===== config.mk =====
export PLATFORM = sky130hd
export DESIGN_NAME = alu_cluster_top
export DESIGN_NICKNAME = d
export VERILOG_FILES = /design/src/tomasulo_pkg.sv /design/src/alu_cluster_top.sv /design/src/alu_rs.sv /design/src/alu_unit.sv /design/src/rename_table.sv
export SDC_FILE = /design/constraint.sdc
export NUM_CORES = 2
export LEC_CHECK = 0
export ABC_AREA = 0
export BUFFER_PORTS_ARGS = -buffer_cell sky130_fd_sc_hd__buf_2
export CORE_UTILIZATION = 45
export CTS_BUF_LIST = sky130_fd_sc_hd__clkbuf_8
export DETAILED_ROUTE_END_ITERATION = 6
export MAX_ROUTING_LAYER = met4
export PLACE_DENSITY = 0.63
export SETUP_SLACK_MARGIN = 0.02
export SLEW_MARGIN = 0
export SYNTH_ARGS = -nofsm -noshare
export SYNTH_HDL_FRONTEND = slang
export SYNTH_HIERARCHICAL = 1
export SYNTH_SLANG_ARGS = --single-unit

===== constraint.sdc =====
create_clock -name clk -period 11.7 [get_ports clk]
set_input_delay 2.34 -clock clk [delete_from_list [all_inputs] [get_ports clk]]
set_output_delay 2.34 -clock clk [all_outputs]
set_load 0.005 [all_outputs]

===== src/tomasulo_pkg.sv =====
package tomasulo_pkg;

    // datapath and register file sizes
    localparam int XLEN          = 32;
    localparam int NUM_ARCH_REGS = 16;
    localparam int REG_W         = $clog2(NUM_ARCH_REGS);

    // result tags, handed out round-robin
    localparam int TAG_W    = 4;
    localparam int NUM_TAGS = 1 << TAG_W;

    typedef enum logic [3:0] {
        op_add  = 4'd0,
        op_sub  = 4'd1,
        op_and  = 4'd2,
        op_or   = 4'd3,
        op_xor  = 4'd4,
        op_sll  = 4'd5,
        op_srl  = 4'd6,
        op_sra  = 4'd7,
        op_slt  = 4'd8,
        op_sltu = 4'd9,
        // result supplied by the external producer on the cdb
        op_ext  = 4'd10
    } alu_op_e;

    // instruction as it arrives at dispatch
    typedef struct packed {
        alu_op_e          op;
        logic [REG_W-1:0] rd;
        logic [REG_W-1:0] rs1;
        logic [REG_W-1:0] rs2;
        logic [XLEN-1:0]  imm;
        logic             use_imm;
    } dispatch_t;

    // source operand after renaming
    // value is only meaningful once ready is set
    typedef struct packed {
        logic             ready;
        logic [TAG_W-1:0] tag;
        logic [XLEN-1:0]  value;
    } operand_t;

    typedef struct packed {
        alu_op_e          op;
        logic [TAG_W-1:0] dest;
        operand_t         src1;
        operand_t         src2;
    } rs_entry_t;

    // common data bus broadcast
    typedef struct packed {
        logic             valid;
        logic [TAG_W-1:0] tag;
        logic [XLEN-1:0]  value;
    } cdb_t;

endpackage

===== src/alu_cluster_top.sv =====
`timescale 1ns/1ns

module alu_cluster_top
    import tomasulo_pkg::*;
#(
    parameter int RS_DEPTH = 4
) (
    input  logic      clk,
    input  logic      rst_n_i,
    input  logic      flush_i,
    input  logic      dispatch_valid_i,
    input  dispatch_t dispatch_i,
    output logic      dispatch_ready_o,
    input  cdb_t      ext_wb_i,
    output cdb_t      cdb_o
);

    // dispatch to rs
    logic      rs_write;
    rs_entry_t rs_entry;
    logic      rs_full;

    // rs to execute
    logic      issue_valid;
    rs_entry_t issue;
    logic      issue_ready;

    rename_table u_rename (
        .clk              (clk),
        .rst_n_i          (rst_n_i),
        .flush_i          (flush_i),
        .dispatch_valid_i (dispatch_valid_i),
        .dispatch_i       (dispatch_i),
        .dispatch_ready_o (dispatch_ready_o),
        .rs_full_i        (rs_full),
        .cdb_i            (cdb_o),
        .rs_write_o       (rs_write),
        .rs_entry_o       (rs_entry)
    );

    alu_rs #(
        .RS_DEPTH (RS_DEPTH)
    ) u_rs (
        .clk           (clk),
        .rst_n_i       (rst_n_i),
        .flush_i       (flush_i),
        .rs_write_i    (rs_write),
        .rs_entry_i    (rs_entry),
        .rs_full_o     (rs_full),
        .cdb_i         (cdb_o),
        .issue_valid_o (issue_valid),
        .issue_o       (issue),
        .issue_ready_i (issue_ready)
    );

    // also arbitrates the shared bus
    alu_unit u_alu (
        .clk           (clk),
        .rst_n_i       (rst_n_i),
        .flush_i       (flush_i),
        .issue_valid_i (issue_valid),
        .issue_i       (issue),
        .issue_ready_o (issue_ready),
        .ext_wb_i      (ext_wb_i),
        .cdb_o         (cdb_o)
    );

endmodule


===== src/alu_rs.sv =====
`timescale 1ns/1ns

module alu_rs
    import tomasulo_pkg::*;
#(
    parameter int RS_DEPTH = 4
) (
    input  logic      clk,
    input  logic      rst_n_i,
    input  logic      flush_i,
    input  logic      rs_write_i,
    input  rs_entry_t rs_entry_i,
    output logic      rs_full_o,
    input  cdb_t      cdb_i,
    output logic      issue_valid_o,
    output rs_entry_t issue_o,
    input  logic      issue_ready_i
);

    localparam int IDX_W = (RS_DEPTH > 1) ? $clog2(RS_DEPTH) : 1;

    rs_entry_t           entry_q [RS_DEPTH];
    logic [RS_DEPTH-1:0] in_use_q;
    logic [RS_DEPTH-1:0] ready_vec;
    logic [IDX_W-1:0]    free_idx;
    logic [IDX_W-1:0]    issue_idx;
    logic                issue_found;
    logic                do_write;
    logic                do_issue;

    // fill a waiting operand from a matching broadcast
    function automatic operand_t snoop(input operand_t opnd, input cdb_t bus);
        operand_t res;
        res = opnd;
        if (!opnd.ready && bus.valid && bus.tag == opnd.tag) begin
            res.ready = 1'b1;
            res.value = bus.value;
        end
        return res;
    endfunction

    assign rs_full_o = &in_use_q;

    always_comb begin
        for (int i = 0; i < RS_DEPTH; i++) begin
            ready_vec[i] = in_use_q[i] && entry_q[i].src1.ready && entry_q[i].src2.ready;
        end
    end

    // scan downwards so the lowest index is the one left standing
    always_comb begin
        free_idx = '0;
        for (int i = RS_DEPTH - 1; i >= 0; i--) begin
            if (!in_use_q[i]) begin
                free_idx = IDX_W'(i);
            end
        end
    end

    always_comb begin
        issue_idx   = '0;
        issue_found = 1'b0;
        for (int i = RS_DEPTH - 1; i >= 0; i--) begin
            if (ready_vec[i]) begin
                issue_idx   = IDX_W'(i);
                issue_found = 1'b1;
            end
        end
    end

    assign issue_valid_o = issue_found;
    assign issue_o       = entry_q[issue_idx];

    assign do_write = rs_write_i && !rs_full_o;
    assign do_issue = issue_found && issue_ready_i;

    // entry payload
    always_ff @(posedge clk) begin
        for (int i = 0; i < RS_DEPTH; i++) begin
            // only stored entries snoop, a new one already got the bypass
            if (in_use_q[i]) begin
                entry_q[i].src1 <= snoop(entry_q[i].src1, cdb_i);
                entry_q[i].src2 <= snoop(entry_q[i].src2, cdb_i);
            end
        end
        if (do_write) begin
            entry_q[free_idx] <= rs_entry_i;
        end
    end

    always_ff @(posedge clk or negedge rst_n_i) begin
        if (!rst_n_i) begin
            in_use_q <= '0;
        end else if (flush_i) begin
            in_use_q <= '0;
        end else begin
            if (do_issue) begin
                in_use_q[issue_idx] <= 1'b0;
            end
            // free slot is never the issuing one, both may happen together
            if (do_write) begin
                in_use_q[free_idx] <= 1'b1;
            end
        end
    end

endmodule


===== src/alu_unit.sv =====
`timescale 1ns/1ns

module alu_unit
    import tomasulo_pkg::*;
(
    input  logic      clk,
    input  logic      rst_n_i,
    input  logic      flush_i,
    input  logic      issue_valid_i,
    input  rs_entry_t issue_i,
    output logic      issue_ready_o,
    input  cdb_t      ext_wb_i,
    output cdb_t      cdb_o
);

    logic             res_valid_q;
    logic [TAG_W-1:0] res_tag_q;
    logic [XLEN-1:0]  res_val_q;
    logic [XLEN-1:0]  op_a;
    logic [XLEN-1:0]  op_b;
    logic [4:0]       shamt;
    logic [XLEN-1:0]  alu_result;
    logic             take;

    assign op_a  = issue_i.src1.value;
    assign op_b  = issue_i.src2.value;
    assign shamt = op_b[4:0];

    always_comb begin
        case (issue_i.op)
            op_add:  alu_result = op_a + op_b;
            op_sub:  alu_result = op_a - op_b;
            op_and:  alu_result = op_a & op_b;
            op_or:   alu_result = op_a | op_b;
            op_xor:  alu_result = op_a ^ op_b;
            op_sll:  alu_result = op_a << shamt;
            op_srl:  alu_result = op_a >> shamt;
            op_sra:  alu_result = $unsigned($signed(op_a) >>> shamt);
            op_slt:  alu_result = {{(XLEN-1){1'b0}}, $signed(op_a) < $signed(op_b)};
            op_sltu: alu_result = {{(XLEN-1){1'b0}}, op_a < op_b};
            default: alu_result = '0;
        endcase
    end

    // blocked only when the held result loses the bus this cycle
    assign issue_ready_o = !(res_valid_q && ext_wb_i.valid);
    assign take          = issue_valid_i && issue_ready_o;

    always_ff @(posedge clk or negedge rst_n_i) begin
        if (!rst_n_i) begin
            res_valid_q <= 1'b0;
        end else if (flush_i) begin
            res_valid_q <= 1'b0;
        end else if (take) begin
            res_valid_q <= 1'b1;
        end else if (!ext_wb_i.valid) begin
            res_valid_q <= 1'b0;
        end
    end

    always_ff @(posedge clk) begin
        if (take) begin
            res_tag_q <= issue_i.dest;
            res_val_q <= alu_result;
        end
    end

    // external producer has priority on the bus
    always_comb begin
        if (ext_wb_i.valid) begin
            cdb_o = ext_wb_i;
        end else begin
            cdb_o.valid = res_valid_q;
            cdb_o.tag   = res_tag_q;
            cdb_o.value = res_val_q;
        end
    end

endmodule


===== src/rename_table.sv =====
`timescale 1ns/1ns

module rename_table
    import tomasulo_pkg::*;
(
    input  logic      clk,
    input  logic      rst_n_i,
    input  logic      flush_i,
    input  logic      dispatch_valid_i,
    input  dispatch_t dispatch_i,
    output logic      dispatch_ready_o,
    input  logic      rs_full_i,
    input  cdb_t      cdb_i,
    output logic      rs_write_o,
    output rs_entry_t rs_entry_o
);

    logic [NUM_ARCH_REGS-1:0] busy_q;
    logic [TAG_W-1:0]         reg_tag_q [NUM_ARCH_REGS];
    logic [XLEN-1:0]          reg_val_q [NUM_ARCH_REGS];
    logic [TAG_W-1:0]         next_tag_q;
    logic [NUM_TAGS-1:0]      in_flight_q;
    logic                     accept;

    // value, pending tag, or value bypassed from this cycle's broadcast
    function automatic operand_t read_src(input logic [REG_W-1:0] r);
        operand_t opnd;
        opnd.ready = 1'b1;
        opnd.tag   = '0;
        opnd.value = reg_val_q[r];
        if (r == '0) begin
            opnd.value = '0;
        end else if (busy_q[r]) begin
            opnd.tag = reg_tag_q[r];
            if (cdb_i.valid && cdb_i.tag == reg_tag_q[r]) begin
                opnd.value = cdb_i.value;
            end else begin
                opnd.ready = 1'b0;
            end
        end
        return opnd;
    endfunction

    // stall while the rs is full or the next tag has not been broadcast yet
    assign dispatch_ready_o = !rs_full_i && !in_flight_q[next_tag_q];
    assign accept           = dispatch_valid_i && dispatch_ready_o;

    // external ops take a tag but never occupy an rs slot
    assign rs_write_o = accept && (dispatch_i.op != op_ext);

    always_comb begin
        rs_entry_o.op   = dispatch_i.op;
        rs_entry_o.dest = next_tag_q;
        rs_entry_o.src1 = read_src(dispatch_i.rs1);
        rs_entry_o.src2 = read_src(dispatch_i.rs2);
        if (dispatch_i.use_imm) begin
            rs_entry_o.src2.ready = 1'b1;
            rs_entry_o.src2.tag   = '0;
            rs_entry_o.src2.value = dispatch_i.imm;
        end
    end

    always_ff @(posedge clk or negedge rst_n_i) begin
        if (!rst_n_i) begin
            busy_q      <= '0;
            next_tag_q  <= '0;
            in_flight_q <= '0;
            for (int r = 0; r < NUM_ARCH_REGS; r++) begin
                reg_tag_q[r] <= '0;
                reg_val_q[r] <= '0;
            end
        end else if (flush_i) begin
            // architectural values survive a flush
            busy_q      <= '0;
            next_tag_q  <= '0;
            in_flight_q <= '0;
        end else begin
            if (cdb_i.valid) begin
                in_flight_q[cdb_i.tag] <= 1'b0;
                for (int r = 0; r < NUM_ARCH_REGS; r++) begin
                    if (busy_q[r] && reg_tag_q[r] == cdb_i.tag) begin
                        reg_val_q[r] <= cdb_i.value;
                        busy_q[r]    <= 1'b0;
                    end
                end
            end
            // later assignment wins, so a new rename of rd overrides the release
            if (accept) begin
                in_flight_q[next_tag_q] <= 1'b1;
                next_tag_q              <= next_tag_q + 1'b1;
                if (dispatch_i.rd != '0) begin
                    busy_q[dispatch_i.rd]    <= 1'b1;
                    reg_tag_q[dispatch_i.rd] <= next_tag_q;
                end
            end
        end
    end

endmodule


### Yosys cells after proc, flatten, opt, wreduce, memory -nomap -nowiden

Memories as Yosys holds them, arrays and structs flattened.
Index checks and enable logic that the tools add are counted.

| storage, ports and cells | value |
|---|---|
| register bits | 653 |
| input port bits | 90 |
| bits in writable memories | 328 |
| output and inout port bits | 38 |
| memories | 1 |
| logic and storage cells | 335 |

Memory list:

| name | depth | bits a word | read ports | clocked after memory_dff | wr ports | line | text |
|---|---|---|---|---|---|---|---|
| u_rs.entry_q | 4 | 82 | 5 | 0 | 5 | alu_rs.sv:22 | `rs_entry_t entry_q [RS_DEPTH];` |

| cells by class | value |
|---|---|
| shifts and indexed selects | 3 |
| muxes and demuxes | 132 |
| equality and inequality tests | 37 |
| $lt $le $gt $ge | 18 |
| add/subtract/negate cells | 3 |
| bitwise gates (word level) | 14 |
| reduce and logical (&&, ||, !) cells | 88 |

Operators by type and width:

| cell | count |
|---|---|
| 2-to-1 mux 32 bit | 24 |
| one-hot mux 32 bit (10 select lines) | 1 |
| binary-select mux 32 bit (select 4 bit) | 2 |
| 2-to-1 mux 37 bit | 4 |
| 2-to-1 mux 16 bit | 9 |
| equality test 4 bit | 26 |
| bitwise mux 64 bit | 1 |
| < comparator 32 bit | 2 |
| 2-to-1 mux 1 bit | 59 |
| logical AND 1 bit | 54 |
| AND reduction 3 bit | 17 |
| 2-to-1 mux 4 bit | 11 |
| adder 32 bit | 1 |
| bitwise AND 32 bit | 1 |
| binary-select mux 4 bit (select 4 bit) | 2 |
| bitwise OR 16 bit | 2 |
| bitwise OR 32 bit | 1 |
| left shift 32 x 5 -> 32 bit | 1 |
| right shift 32 x 5 -> 32 bit | 1 |
| >>> shifter 32 x 5 -> 32 bit | 1 |
| subtractor 32 bit | 1 |
| bitwise XOR 32 bit | 1 |
| < comparator 4 x 5 -> 1 bit (second input constant) | 5 |
| bitwise AND 16 bit | 1 |
| other kinds (29) | 67 |

### Depth between registers and ports, before layout

An unclocked memory read counts as a cell.

| depth | value |
|---|---|
| word-level depth | 18 |
| gate-level depth with buffers | 22 |
| depth with buffers taken out | 16 |

### Hierarchy

Netlist, hierarchy kept.

By module, submodules not included:

| module | times used | area each (sq um) | sequential area each (sq um) | cells an instance |
|---|---|---|---|---|
| rename_table | 1 | 34637.0 | 15314.7 | 2491 |
| alu_rs | 1 | 16004.1 | 9949.5 | 1436 |
| alu_unit | 1 | 10312.4 | 1106.1 | 1325 |

### Worst setup path before layout

No wires, ideal clock.

| timing | value |
|---|---|
| kind | input port to flip-flop |
| start | input port ext_wb_i[36] in the netlist's numbering |
| end | memory u_rs/entry_q[1][0] in the netlist's numbering (enable) |
| stages | 8 |
| arrival time | 6.487 ns |
| setup slack | 4.743 ns |
| setup time | 0.470 ns |
| required time | 11.230 ns |
| path through | clkbuf_1 > clkbuf_1 > mux2_2 > buf_2 > xor2_1 > nor3_1 > nand3_1 > o31ai_1 |

RTL lines:

| element | line | text |
|---|---|---|
| start: declaration | alu_cluster_top.sv:14 | `input cdb_t ext_wb_i,` |
| end: declaration | alu_rs.sv:22 |  |

==> results_dict.tcl <==
set metrics [dict create \
    syn_avg_cell_area_um2 11.6 \
    cts_resized 0 \
    crit_path_start_kind "flip-flop" \
    maxCapViolations 0 \
    p_switching_mw 3.30 \
    fmax_mhz 151 \
    cts_buffers 170 \
    crit_path_frequent_cell "buf_4" \
    clkSinkCount 981 \
    hold_viol 0 \
    avgViaCountPerCell 6.45 \
    dieArea_um2 136000 \
    setup_tns_ns 0 \
    grt_max_degree 167 \
    nFillCells 11800 \
    path_buf_inv 3 \
    postCtsHoldBufs 0 \
    path_depth 16 \
    end_kind "flip-flop" \
    cp_max_fo 41 \
    grtUsageTotal_pct 30.1 \
    dp_hpwl_um 126000 \
    dp_slack_ns 4.94 \
    post-route-period-util_pct 56.6 \
    nets 5390 \
    internal_power_mw 6.40 \
    die_h_um 369 \
    clk_pin_slew_worst_paths_ns 0.06 \
    area_growth_pct 9.08 \
    io_buffers 127 \
    grt_overflow 0 \
    seqPwrFrac_pct 40.0 \
    ant_nets 0 \
    synthCells 5226 \
    reg2reg_slack_ns 5.07 \
    r2r_start "u_rs/in_use_q[2]" \
    cp.required_ns 12.41 \
    h-tree-depth 4 \
    cp_top_family "compound AO/OA/AOI/OAI gates" \
    status "complete, but fails checks" \
    ir_drop_v 0.000113 \
    setup_viol 0 \
    critPathArrivalTime_ns 7.33 \
    drt_iter0_drc 4959 \
    place_congestion 1.01 \
    p_sw_share_pct 34.1 \
    comb_power_share_pct 26.5 \
    worst_path_largest_cell_delay_ns 0.86 \
    placement_rows 134 \
    fin_skew_ns 0.0550 \
    vias 45800 \
    endpoint "u_alu/res_val_q[31]" \
    drv_slew 0 \
    hp-class "reg2reg" \
    worstSetupStartpoint "u_rs/in_use_q[2]" \
    cts-root-buf "clkbuf_8" \
    antenna_found_initial 9 \
    ys_warn_count 6 \
    slew_headroom_pct 19.9 \
    grt_pass1_vias 44600 \
    cp_slowest_cell "o21ai_0" \
    top_level_ports 128 \
    synth_nets 5419 \
    power_per_cell_area_nw_per_um2 147 \
    drc 18 \
    violations "DRC" \
    rr_endpoint "u_alu/res_val_q[31]" \
    p_clk_share_pct 33.4 \
    core_um2 134000 \
    drive_gt1_share_pct 30.4 \
    post_cts_buffers 0 \
    synth_area_um2 60700 \
    final.setup.worst_slack_ns 5.07 \
    tightest_slew_ns 1.20 \
    power_mw 9.70 \
    routedWlPerCell_um 28.4 \
    routed_wl_um 202000 \
    critPathKind "reg2reg" \
    tritoncts "yes" \
    start_util_pct 45.4 \
    clock_latency_ns 0.91 \
    firstDrtPassIters 7 \
    ff2ff_path_depth 16 \
    clk_path_buf_depth 3 \
    layout_min_cycle_time_ns 6.63 \
    p_leak_nw 28.5 \
    worstPathCellList "and3_4 > buf_4 > buf_4 > a221oi_2 > o2bb2ai_1 > inv_1 > ha_1 > nor2b_1 > o211ai_1 > a31oi_2 > a211oi_4 > a211oi_1 > o21ai_0 > o221ai_1 > o21a_1 > o22ai_1" \
    rsz0062_at_grt "false" \
    die_x_um 369 \
    grt_pass1_wl_um 298000 \
]
## layer usage
layer  up-vias  track usage (%)  share of wire (%)
li1      19700                -                  -
met1     23300             39.4                 41
met2      2373             46.1                 47
met3       452             5.93                8.8
met4         0             11.6                3.9
met5         -                -                  0
## state kept, by name (all words and copies together), names as in the netlist
signal	flops
u_rename/reg_val_q	512
u_rename/busy_q	16
u_rename/next_tag_q	4
u_alu/res_valid_q	1
u_rename/reg_tag_q	64
u_rs/in_use_q	4
u_rs/entry_q	328
u_alu/res_tag_q	4
u_alu/res_val_q	32
u_rename/in_flight_q	16
## cell type report
| class | instances | area (um^2) | area share, % |
|---|---|---|---|
| multi-input cells | 3658 | 32000 | 48.3 |
| flip-flops and latches | 981 | 26400 | 39.8 |
| clock buffers | 201 | 2770 | 4.18 |
| well taps | 1768 | 2210 | 3.34 |
| repair buffers | 253 | 1640 | 2.47 |
| clock inverters | 110 | 738 | 1.11 |
| inverters | 133 | 505 | 0.763 |
| diodes | 5 | 12.5 | 0.0189 |
## power by group through the flow
stage               logic (mW)  clock network [mW]  registers, mW
finish                    2.57                3.24           3.88
detailed placement        2.51                   0           3.94
floorplan                 1.70                   0           3.90
global placement          2.50                   0           3.94
global route              2.73                3.46           3.90
CTS                       2.52                3.30           3.88
## cells in the final DEF (no fill, tap or decap), types with 25 or more instances in the layout
| cell type | n |
|---|---|
| o221ai_1 | 86 |
| a221o_1 | 40 |
| mux2i_1 | 208 |
| a31oi_1 | 25 |
| o21ai_0 | 188 |
| a211oi_1 | 30 |
| nand2_1 | 769 |
| o22ai_1 | 64 |
| a221oi_2 | 71 |
| inv_1 | 171 |
| nor3_1 | 62 |
| buf_2 | 121 |
| nor2b_1 | 60 |
| nand3_1 | 39 |
| and2_1 | 41 |
| a21oi_1 | 161 |
| dfrtp_1 | 617 |
| mux2_2 | 660 |
| buf_4 | 127 |
| edfxtp_1 | 364 |
| nor2_1 | 183 |
| ha_1 | 101 |
| xor2_1 | 44 |
| clkbuf_8 | 201 |
| o2bb2ai_1 | 65 |
| mux4_2 | 304 |
## worst register-to-register path, cell delays in order, from the launching register on
cell	delay [ns]
dfrtp_1	0.45
and3_4	0.26
buf_4	0.54
buf_4	0.79
a221oi_2	0.21
o2bb2ai_1	0.77
inv_1	0.12
ha_1	0.60
nor2b_1	0.09
o211ai_1	0.21
a31oi_2	0.15
a211oi_4	0.42
a211oi_1	0.25
o21ai_0	0.87
o221ai_1	0.27
o21a_1	0.24
o22ai_1	0.20
## how the worst min path moves through the flow
stage	startpoint	end	slack, ns	cells past startpoint
finish	u_rename/reg_tag_q[62]	u_rename/reg_tag_q[62]	0.47	0
CTS	u_rename/reg_tag_q[62]	u_rename/reg_tag_q[62]	0.46	0
detailed placement	u_rename/reg_tag_q[62]	u_rename/reg_tag_q[62]	0.45	0
global placement	u_rename/reg_tag_q[62]	u_rename/reg_tag_q[62]	0.44	0
floorplan	u_rename/next_tag_q[2]	u_rs/entry_q[0][76]	0.47	0
global route	u_rename/reg_tag_q[63]	u_rename/reg_tag_q[63]	0.50	0
## stage by stage
stage | cells | hold WS, ns | util, % | instance area (um^2)
global route | 7106 | 0.500 | 49.6 | 66200
detailed placement | 6793 | 0.454 | 46.9 | 62700
global placement | 6793 | 0.445 | 46.9 | 62700
CTS | 7104 | 0.462 | 49.5 | 66200
floorplan | 5226 | 0.474 | - | 60700
finish | 7109 | 0.469 | 49.6 | 66200
No activity file was read; power rests on OpenSTA's default activity.
